<file path="config.mk">
export PLATFORM = sky130hd
export DESIGN_NAME = jam_top
export DESIGN_NICKNAME = d
export VERILOG_FILES = /design/src/jam_pkg.sv /design/src/col_reducer.sv /design/src/cost_loader.sv /design/src/cost_matrix.sv /design/src/jam_top.sv /design/src/line_cover.sv /design/src/result_streamer.sv
export SDC_FILE = /design/constraint.sdc
export NUM_CORES = 2
export LEC_CHECK = 0
export BUFFER_PORTS_ARGS = -buffer_cell sky130_fd_sc_hd__buf_2
export CORE_ASPECT_RATIO = 2
export CORE_UTILIZATION = 45
export DETAILED_ROUTE_END_ITERATION = 10
export PLACE_DENSITY = 0.67
export SLEW_MARGIN = 20
export SYNTH_ARGS = -nofsm -noshare
export SYNTH_HDL_FRONTEND = slang
export SYNTH_SLANG_ARGS = --single-unit
</file>
<file path="constraint.sdc">
create_clock -name clk -period 18 [get_ports clk]
set_input_delay 0.9 -clock clk [delete_from_list [all_inputs] [get_ports clk]]
set_output_delay 0.9 -clock clk [all_outputs]
set_load 0.02 [all_outputs]
</file>
<file path="src/jam_pkg.sv">
`default_nettype none

package jam_pkg;

	// ----------------------------------------
	// sizes
	// ----------------------------------------
	localparam int DIM    = 8;  // matrix is DIM x DIM
	localparam int COST_W = 7;

	typedef logic [COST_W-1:0]        cost_t;
	typedef logic [$clog2(DIM)-1:0]   idx_t;       // row or column number
	typedef logic [$clog2(DIM):0]     cnt_t;       // zeros in one line, 0..8
	typedef logic [$clog2(DIM):0]     line_cnt_t;  // lines drawn, 0..8

	// ----------------------------------------
	// matrix views
	// ----------------------------------------
	typedef cost_t [DIM-1:0] row_t;     // [c] is column c
	typedef row_t  [DIM-1:0] matrix_t;  // [r][c]

	// one full row into the store
	typedef struct packed {
		idx_t idx;
		row_t data;
	} row_wr_t;

	// one full column into the store, data[r] goes to row r
	typedef struct packed {
		idx_t            idx;
		cost_t [DIM-1:0] data;
	} col_wr_t;

	// output beat
	typedef struct packed {
		row_t      row;
		line_cnt_t lines;
	} result_t;

endpackage

`default_nettype wire

</file>
<file path="src/col_reducer.sv">
`default_nettype none

module col_reducer (
	input  logic              clk,
	input  logic              rst_n,
	input  logic              start,
	input  jam_pkg::matrix_t  matrix,
	output logic              col_we,
	output jam_pkg::col_wr_t  col_wr,
	output logic              done
);
	import jam_pkg::*;

	logic  active;
	idx_t  col;      // column being reduced
	cost_t col_min;

	// ----------------------------------------
	// column minimum, compare chain down the rows
	// ----------------------------------------
	always_comb begin
		col_min = matrix[0][col];
		for (int r = 1; r < DIM; r++) begin
			if (matrix[r][col] < col_min)
				col_min = matrix[r][col];
		end
	end

	always_comb begin
		col_wr.idx = col;
		for (int r = 0; r < DIM; r++)
			col_wr.data[r] = matrix[r][col] - col_min;  // never negative
	end

	assign col_we = active;

	// one column per cycle
	always_ff @(posedge clk or negedge rst_n) begin
		if (!rst_n) begin
			active <= 1'b0;
			col    <= '0;
			done   <= 1'b0;
		end else begin
			done <= 1'b0;
			if (start) begin
				active <= 1'b1;
				col    <= '0;
			end else if (active) begin
				col <= col + 1'b1;
				if (col == idx_t'(DIM-1)) begin
					active <= 1'b0;
					done   <= 1'b1;  // cycle after the last write
				end
			end
		end
	end

endmodule

`default_nettype wire

</file>
<file path="src/cost_loader.sv">
`default_nettype none

module cost_loader (
	input  logic              clk,
	input  logic              rst_n,
	input  logic              in_valid,
	input  jam_pkg::cost_t    in_cost,
	input  logic              out_done,
	output logic              row_we,
	output jam_pkg::row_wr_t  row_wr,
	output logic              load_done
);
	import jam_pkg::*;

	localparam int CNT_W = $clog2(DIM*DIM);

	typedef enum logic [1:0] {
		S_IDLE,
		S_LOAD,
		S_WAIT
	} state_t;

	state_t             state;
	logic [CNT_W-1:0]   in_cnt;   // accepted costs of this matrix
	logic               take;
	cost_t              cost_q;
	logic               cost_v;
	row_t               row_buf;  // shifts right, newest on top
	cost_t              run_min;
	idx_t               col_cnt;
	idx_t               row_cnt;
	row_t               row_full;
	cost_t              row_min;

	assign take = in_valid && (state != S_WAIT);  // busy until results are out

	// ----------------------------------------
	// input side
	// ----------------------------------------
	always_ff @(posedge clk or negedge rst_n) begin
		if (!rst_n) begin
			state  <= S_IDLE;
			in_cnt <= '0;
			cost_v <= 1'b0;
		end else begin
			cost_v <= take;
			if (take)
				in_cnt <= in_cnt + 1'b1;  // wraps to 0 after the 64th
			case (state)
				S_IDLE: if (in_valid) state <= S_LOAD;
				S_LOAD: if (take && in_cnt == CNT_W'(DIM*DIM-1)) state <= S_WAIT;
				S_WAIT: if (out_done) state <= S_IDLE;
				default: state <= S_IDLE;
			endcase
		end
	end

	always_ff @(posedge clk) begin
		if (take)
			cost_q <= in_cost;
	end

	// ----------------------------------------
	// row assembly and row minimum
	// ----------------------------------------
	always_comb begin
		row_full = {cost_q, row_buf[DIM-1:1]};  // e0 lands at [0] on the 8th shift
		row_min  = (col_cnt == '0 || cost_q < run_min) ? cost_q : run_min;
	end

	always_ff @(posedge clk or negedge rst_n) begin
		if (!rst_n) begin
			col_cnt   <= '0;
			row_cnt   <= '0;
			row_we    <= 1'b0;
			load_done <= 1'b0;
		end else begin
			row_we    <= cost_v && (col_cnt == idx_t'(DIM-1));
			load_done <= row_we && (row_wr.idx == idx_t'(DIM-1));
			if (cost_v) begin
				col_cnt <= col_cnt + 1'b1;
				if (col_cnt == idx_t'(DIM-1))
					row_cnt <= row_cnt + 1'b1;
			end
		end
	end

	always_ff @(posedge clk) begin
		if (cost_v) begin
			row_buf <= row_full;
			run_min <= row_min;
		end
		if (cost_v && col_cnt == idx_t'(DIM-1)) begin
			row_wr.idx <= row_cnt;
			for (int c = 0; c < DIM; c++)
				row_wr.data[c] <= row_full[c] - row_min;
		end
	end

	// a matrix arrives as one unbroken burst
	a_in_burst: assert property (@(posedge clk) disable iff (!rst_n)
		(state == S_IDLE && in_valid) |=> in_valid [* DIM*DIM-1]);

endmodule

`default_nettype wire

</file>
<file path="src/cost_matrix.sv">
`default_nettype none

module cost_matrix #(
	parameter type elem_t = jam_pkg::cost_t
) (
	input  logic              clk,
	input  logic              rst_n,
	input  logic              row_we,
	input  jam_pkg::row_wr_t  row_wr,
	input  logic              col_we,
	input  jam_pkg::col_wr_t  col_wr,
	output jam_pkg::matrix_t  matrix
);
	import jam_pkg::*;

	elem_t [DIM-1:0][DIM-1:0] store;  // [r][c]

	// ----------------------------------------
	// write ports
	// ----------------------------------------
	always_ff @(posedge clk or negedge rst_n) begin
		if (!rst_n) begin
			store <= '0;
		end else if (row_we) begin
			for (int c = 0; c < DIM; c++)
				store[row_wr.idx][c] <= elem_t'(row_wr.data[c]);
		end else if (col_we) begin
			// one column, every row
			for (int r = 0; r < DIM; r++)
				store[r][col_wr.idx] <= elem_t'(col_wr.data[r]);
		end
	end

	// whole contents out to the consumers
	always_comb begin
		for (int r = 0; r < DIM; r++) begin
			for (int c = 0; c < DIM; c++)
				matrix[r][c] = cost_t'(store[r][c]);
		end
	end

	// loader and column reducer own the store in turn
	a_one_writer: assert property (@(posedge clk) disable iff (!rst_n)
		!(row_we && col_we));

endmodule

`default_nettype wire

</file>
<file path="src/jam_top.sv">
`default_nettype none

module jam_top (
	input  logic             clk,
	input  logic             rst_n,
	input  logic             in_valid,
	input  jam_pkg::cost_t   in_cost,
	output logic             out_valid,
	output jam_pkg::result_t out_data
);
	import jam_pkg::*;

	// ----------------------------------------
	// stage wires
	// ----------------------------------------
	logic      row_we;
	row_wr_t   row_wr;
	logic      load_done;
	logic      col_we;
	col_wr_t   col_wr;
	logic      reduce_done;
	logic      cover_done;
	line_cnt_t lines;
	logic      out_done;
	matrix_t   matrix;   // shared view of the store

	cost_loader u_loader (
		.clk       (clk),
		.rst_n     (rst_n),
		.in_valid  (in_valid),
		.in_cost   (in_cost),
		.out_done  (out_done),
		.row_we    (row_we),
		.row_wr    (row_wr),
		.load_done (load_done)
	);

	cost_matrix u_matrix (
		.clk    (clk),
		.rst_n  (rst_n),
		.row_we (row_we),
		.row_wr (row_wr),
		.col_we (col_we),
		.col_wr (col_wr),
		.matrix (matrix)
	);

	col_reducer u_reducer (
		.clk    (clk),
		.rst_n  (rst_n),
		.start  (load_done),
		.matrix (matrix),
		.col_we (col_we),
		.col_wr (col_wr),
		.done   (reduce_done)
	);

	line_cover u_cover (
		.clk    (clk),
		.rst_n  (rst_n),
		.start  (reduce_done),
		.matrix (matrix),
		.done   (cover_done),
		.lines  (lines)
	);

	result_streamer u_streamer (
		.clk       (clk),
		.rst_n     (rst_n),
		.start     (cover_done),
		.matrix    (matrix),
		.lines     (lines),
		.out_valid (out_valid),
		.out_data  (out_data),
		.out_done  (out_done)
	);

endmodule

`default_nettype wire

</file>
<file path="src/line_cover.sv">
`default_nettype none

module line_cover (
	input  logic               clk,
	input  logic               rst_n,
	input  logic               start,
	input  jam_pkg::matrix_t   matrix,
	output logic               done,
	output jam_pkg::line_cnt_t lines
);
	import jam_pkg::*;

	logic            busy;
	line_cnt_t       drawn;
	cnt_t [DIM-1:0]  row_cnt, col_cnt;    // uncovered zeros per line
	cnt_t [DIM-1:0]  row_init, col_init;
	cnt_t [DIM-1:0]  row_nxt, col_nxt;
	cnt_t            row_max, col_max;
	idx_t            row_sel, col_sel;
	logic            take_col;
	logic            all_clear;

	// ----------------------------------------
	// zero counts straight from the matrix
	// ----------------------------------------
	always_comb begin
		row_init = '0;
		col_init = '0;
		for (int r = 0; r < DIM; r++) begin
			for (int c = 0; c < DIM; c++) begin
				if (matrix[r][c] == '0) begin
					row_init[r] = row_init[r] + 1'b1;
					col_init[c] = col_init[c] + 1'b1;
				end
			end
		end
	end

	// ----------------------------------------
	// greedy pick, strict compare keeps the lowest index
	// ----------------------------------------
	always_comb begin
		row_max = '0;
		row_sel = '0;
		col_max = '0;
		col_sel = '0;
		for (int i = 0; i < DIM; i++) begin
			if (row_cnt[i] > row_max) begin
				row_max = row_cnt[i];
				row_sel = idx_t'(i);
			end
			if (col_cnt[i] > col_max) begin
				col_max = col_cnt[i];
				col_sel = idx_t'(i);
			end
		end
		take_col = (col_max > row_max);  // rows win a tie
	end

	// crossing lines lose one zero, drawn lines are already at zero
	always_comb begin
		row_nxt = row_cnt;
		col_nxt = col_cnt;
		if (take_col) begin
			col_nxt[col_sel] = '0;
			for (int r = 0; r < DIM; r++) begin
				if (matrix[r][col_sel] == '0 && row_cnt[r] != '0)
					row_nxt[r] = row_cnt[r] - 1'b1;
			end
		end else begin
			row_nxt[row_sel] = '0;
			for (int c = 0; c < DIM; c++) begin
				if (matrix[row_sel][c] == '0 && col_cnt[c] != '0)
					col_nxt[c] = col_cnt[c] - 1'b1;
			end
		end
		all_clear = (row_nxt == '0) && (col_nxt == '0);
	end

	always_ff @(posedge clk or negedge rst_n) begin
		if (!rst_n) begin
			busy    <= 1'b0;
			drawn   <= '0;
			row_cnt <= '0;
			col_cnt <= '0;
			done    <= 1'b0;
			lines   <= '0;
		end else begin
			done <= 1'b0;
			if (start) begin
				busy    <= 1'b1;
				drawn   <= '0;
				row_cnt <= row_init;
				col_cnt <= col_init;
			end else if (busy) begin  // one line per cycle
				row_cnt <= row_nxt;
				col_cnt <= col_nxt;
				drawn   <= drawn + 1'b1;
				if (all_clear) begin
					busy  <= 1'b0;
					done  <= 1'b1;
					lines <= drawn + 1'b1;  // held until the next matrix
				end
			end
		end
	end

	// every row holds a zero after reduction, so 1..8 lines
	a_line_range: assert property (@(posedge clk) disable iff (!rst_n)
		done |-> (lines != '0 && lines <= line_cnt_t'(DIM)));

endmodule

`default_nettype wire

</file>
<file path="src/result_streamer.sv">
`default_nettype none

module result_streamer (
	input  logic               clk,
	input  logic               rst_n,
	input  logic               start,
	input  jam_pkg::matrix_t   matrix,
	input  jam_pkg::line_cnt_t lines,
	output logic               out_valid,
	output jam_pkg::result_t   out_data,
	output logic               out_done
);
	import jam_pkg::*;

	idx_t      beat;      // row on out_data now
	idx_t      next_row;
	line_cnt_t lines_q;

	assign next_row = beat + 1'b1;
	assign out_done = out_valid && (beat == idx_t'(DIM-1));  // with the last beat

	// ----------------------------------------
	// beat control
	// ----------------------------------------
	always_ff @(posedge clk or negedge rst_n) begin
		if (!rst_n) begin
			out_valid <= 1'b0;
			beat      <= '0;
		end else if (start) begin
			out_valid <= 1'b1;
			beat      <= '0;
		end else if (out_valid) begin
			if (beat == idx_t'(DIM-1))
				out_valid <= 1'b0;
			else
				beat <= next_row;
		end
	end

	// registered payload
	always_ff @(posedge clk) begin
		if (start) begin
			lines_q  <= lines;
			out_data <= '{row: matrix[0], lines: lines};
		end else if (out_valid && beat != idx_t'(DIM-1)) begin
			out_data <= '{row: matrix[next_row], lines: lines_q};
		end
	end

endmodule

`default_nettype wire

</file>
==> results.json, run 1 <==
{
  "num_io_pins": 71,
  "cts_buffers": 76,
  "synth-seq-area-share": 0.3390,
  "syn_nets": 6865,
  "synth_edf_count": 186,
  "grt_overflow": 2053,
  "numPortBuffers": 70,
  "synthDistinctLibCells": 127,
  "ys_async_sr_fraction": 0.7466,
  "hold_buffers": 0,
  "num_rows": 184,
  "ys.flop_type": "dfrtp_1",
  "cts_htree_levels": 3,
  "post_cts_buffers": 0,
  "failing_step": "global routing",
  "status": "stopped before the end",
  "syn_area_per_cell_um2": 8.738,
  "die_y_um": 505.0,
  "die_w_um": 253.5,
  "syn-instance-count": 6514,
  "post_cts_resize_count": 0,
  "grt_max_degree": 153,
  "grt_pass1_wl_mm": 728.1,
  "ys_seq_elements": 734,
  "error": "[ERROR GRT-0116] Global routing finished with congestion. Check the congestion regions in the DRC Viewer.",
  "gp_congestion": 1.255,
  "clock_path_buffers": 3,
  "gr-usage-all-layers": 0.7784,
  "dpl.hpwl_mm": 307.4,
  "start_util": 0.4536,
  "ys_warn_count": 0,
  "synth_area_um2": 56920,
  "cts.sinks": 734,
  "grt_pass1_vias": 74980,
  "root_buffer": "clkbuf_16"
}
==> routing by layer <==
metal,global-route usage,overflow
met1,0.7637,17
met2,0.9505,1297
met3,0.6179,24
met4,0.8073,711
met5,0.2737,4
==> per-stage QoR <==
stage                     area (µm²)  hold slack (ps)  worst slack, ps  std cells
after floorplan                56920            426.4             2660       6514
after global placement         61360            454.1            648.6       8271
after detailed placement       61410            442.2            589.7       8272
after CTS                      64150            172.3            529.8       8410
==> kinds of logic after synthesis <==
family,count (synthesis),synth area share
fa+ha+maj,350,0.07867
xor+xnor,344,0.05293
compound gates,2043,0.2330
simple gates,2055,0.1674
flops,734,0.3390
buf+inv,660,0.04436
mux,328,0.08459
==> synthesized netlist by cell type (all sizes together) (120+ instances only) <==
master	count	area share
dfrtp	548	0.24
ha	325	0.071
a21oi	493	0.044
nor2	488	0.033
nand3	120	0.011
edfxtp	186	0.098
inv	257	0.017
xnor2	213	0.033
xor2	131	0.020
a22oi	194	0.026
clkbuf	331	0.022
o21ai	625	0.055
nand2	857	0.057
mux2i	130	0.023
==> inputs of run 2 (changes only) <==
--- a/config.mk
+++ b/config.mk
@@ -6,10 +6,9 @@
 export NUM_CORES = 2
 export LEC_CHECK = 0
 export BUFFER_PORTS_ARGS = -buffer_cell sky130_fd_sc_hd__buf_2
-export CORE_ASPECT_RATIO = 2
-export CORE_UTILIZATION = 45
+export CORE_UTILIZATION = 30
 export DETAILED_ROUTE_END_ITERATION = 10
-export PLACE_DENSITY = 0.67
+export PLACE_DENSITY_LB_ADDON = 0.15
 export SLEW_MARGIN = 20
 export SYNTH_ARGS = -nofsm -noshare
 export SYNTH_HDL_FRONTEND = slang
==> run 2 against run 1 <==
  * The run now ends clean
  * Synthesized cell count unchanged
  * Area after synthesis unchanged
==> results.json, run 2 <==
{
  "status": "finished, final reports clean",
  "final_nets": 6848,
  "worst_slew_pin_slew_ps": 1367,
  "largest_reg_flops": 448,
  "worstPathArrival_ps": 17590,
  "hold_buffers": 0,
  "root_buffer": "clkbuf_16",
  "crit_buf_inv": 6,
  "fin_cells": 9101,
  "ys_async_sr_fraction": 0.7466,
  "syn_nets": 6865,
  "final_cell_mix": "nand2_1, o21ai_0, dfrtp_1",
  "fp.coreArea_um2": 188200,
  "clock_path_buffers": 3,
  "cap_violations": 0,
  "seq_area_um2": 19310,
  "ys_seq_elements": 734,
  "final_common_cell": "nand2_1",
  "yosys.area.top_type_share": 0.2409,
  "post-route-period-util": 0.9418,
  "postRouteAntennaNets": 0,
  "syn-instance-count": 6514,
  "grt_pass1_wl_mm": 484.1,
  "fin_worst_skew_ps": 82.91,
  "first_pass_iters": 8,
  "whs_ps": 198.2,
  "slew_headroom": 0.08145,
  "gr-usage-all-layers": 0.3682,
  "r2r_cells": 71,
  "setup_viol": 0,
  "ys_top_cells_by_count": "nand2_1, o21ai_0, dfrtp_1",
  "synth_area_um2": 56920,
  "hold_class": "in2async",
  "routedWlPerCell_um": 39.71,
  "critPathMaxFanout": 24,
  "antenna_found_initial": 47,
  "die_area_um2": 191500,
  "ys_warn_count": 0,
  "required_ps": 18640,
  "synth_top_area_cell": "dfrtp_1",
  "multiInputGateArea_um2": 35600,
  "fillerInstances": 19697,
  "drtIter0Drc": 8425,
  "cts_tree": "yes",
  "synth.area.top_cells": "dfrtp_1, edfxtp_1, ha_1",
  "gp_congestion": 1.080,
  "dpl.hpwl_mm": 284.7,
  "drc": 0,
  "crit_family": "compound AO/OA/AOI/OAI gates",
  "numPortBuffers": 70,
  "hold_violations": 0,
  "cp-end-kind": "register",
  "rsz0062_at_grt": "false",
  "cts.sinks": 734,
  "area.growth.synth_to_final_pct": 13.02,
  "yosys.cell_count.top_type": "nand2_1",
  "rrSetupSlack_ps": 1050,
  "worstReg2RegStart": "u_cover.col_cnt[0]$_DFFE_PN0P_",
  "grt_overflow": 0,
  "synth-seq-area-share": 0.3390,
  "cts_htree_levels": 3,
  "start_util": 0.3024,
  "slowest_stage": "o221ai_1",
  "critical_path_class": "reg2reg",
  "grt_max_degree": 90,
  "die_y_um": 437.6,
  "syn_area_per_cell_um2": 8.738,
  "worstReg2RegEnd": "u_cover.lines[2]$_DFFE_PN0P_",
  "dpl.cell_count": 8888,
  "dr_total_vias": 57878,
  "wl_mm": 361.4,
  "die_w_um": 437.6,
  "start_kind": "register",
  "synth_edf_count": 186,
  "fmax_mhz": 58.99,
  "cts_buffers": 94,
  "ys.flop_type": "dfrtp_1",
  "clkSlewWorstSetupHoldPaths_ps": 60,
  "setup_tns_ps": 0,
  "clk_latency_ps": 820,
  "drive_above_1_share": 0.1237,
  "crit_path_max_incr_delay_ps": 640,
  "crit_top_cell": "ha_1",
  "num_rows": 159,
  "num_io_pins": 71,
  "via_per_inst": 6.360,
  "drv_slew": 0,
  "synthDistinctLibCells": 127,
  "finalCriticalPeriod_ps": 16950,
  "grt_pass1_vias": 54635
}
run 2: cell counts after synthesis:
Identical to the previous run, type by type.
run 2: worst register-to-register path: cells and delay by family, from the launching register on:
family / cells / cell delay, ps
simple gates: 21 / 3680
flops: 1 / 420
fa+ha+maj: 10 / 2840
mux: 4 / 1450
buf+inv: 6 / 770
compound gates: 30 / 7650
run 2: kinds of logic (layout without fill, tap and decap cells):
logic type,Yosys count,after routing,share of synthesized area
buffers and inverters,660,719,0.04436
AOI/OAI and AO/OA,2043,2043,0.2330
muxes,328,328,0.08459
and+or+nand+nor,2055,2055,0.1674
DFF,734,734,0.3390
adders and majority gates,350,350,0.07867
other,0,33,0
xor gates and xnor gates,344,344,0.05293
run 2: how the worst max path moves through the flow:
stage                                   startpoint                               end  slack [ps]  cells after the start
floorplan             u_reducer.col[2]$_DFFE_PN0P_  u_matrix.matrix[117]$_DFFE_PN0P_        2660                     69
global placement    u_cover.col_cnt[0]$_DFFE_PN0P_      u_cover.lines[3]$_DFFE_PN0P_         390                     72
detailed placement  u_cover.col_cnt[0]$_DFFE_PN0P_      u_cover.lines[2]$_DFFE_PN0P_         210                     72
CTS                 u_cover.col_cnt[0]$_DFFE_PN0P_      u_cover.lines[2]$_DFFE_PN0P_         170                     72
global route        u_cover.col_cnt[1]$_DFFE_PN0P_      u_cover.lines[3]$_DFFE_PN0P_          20                     73
finish              u_cover.col_cnt[0]$_DFFE_PN0P_      u_cover.lines[2]$_DFFE_PN0P_        1050                     71
run 2: layout make-up:
class | instances | share of cell area
Tap cell | 2495 | 0.04852
Antenna cell | 33 | 0.001284
Timing Repair Buffer | 290 | 0.03139
Clock inverter | 52 | 0.01060
Multi-Input combinational cell | 5120 | 0.5533
Inverter | 257 | 0.01500
Sequential cell | 734 | 0.3002
Clock buffer | 120 | 0.03964
run 2: repair_timing:
item | CTS | global route
setup endpoints to repair | 0 | 211
resized for setup | 0 | 17
buffers inserted | 0 | 6
run 2: routing by layer:
metal | part of all wire | GRT usage | routed length [µm] | up-vias
met2 | 0.42 | 0.5420 | 151600 | 3915
met1 | 0.37 | 0.4336 | 133400 | 28735
met3 | 0.11 | 0.1243 | 39640 | 1167
met4 | 0.10 | 0.3017 | 36210 | 28
li1 | - | - | - | 24033
met5 | 0.0013 | 0 | 471 | -
run 2: per-stage QoR:
stage	worst slack (ps)	cell area (µm²)	utilization
4_1_cts	172.4	64070	0.3404
5_1_grt	22.56	64250	0.3414
3_3_place_gp	385.9	60820	0.3232
2_1_floorplan	2660	56920	-
3_5_place_dp	214.6	60840	0.3233
6_report	1048	64330	0.3418
Power of run 2 is left out: the tool's default activity adds up to more than one toggle a clock period on the data nets, which glitch-free logic cannot reach.
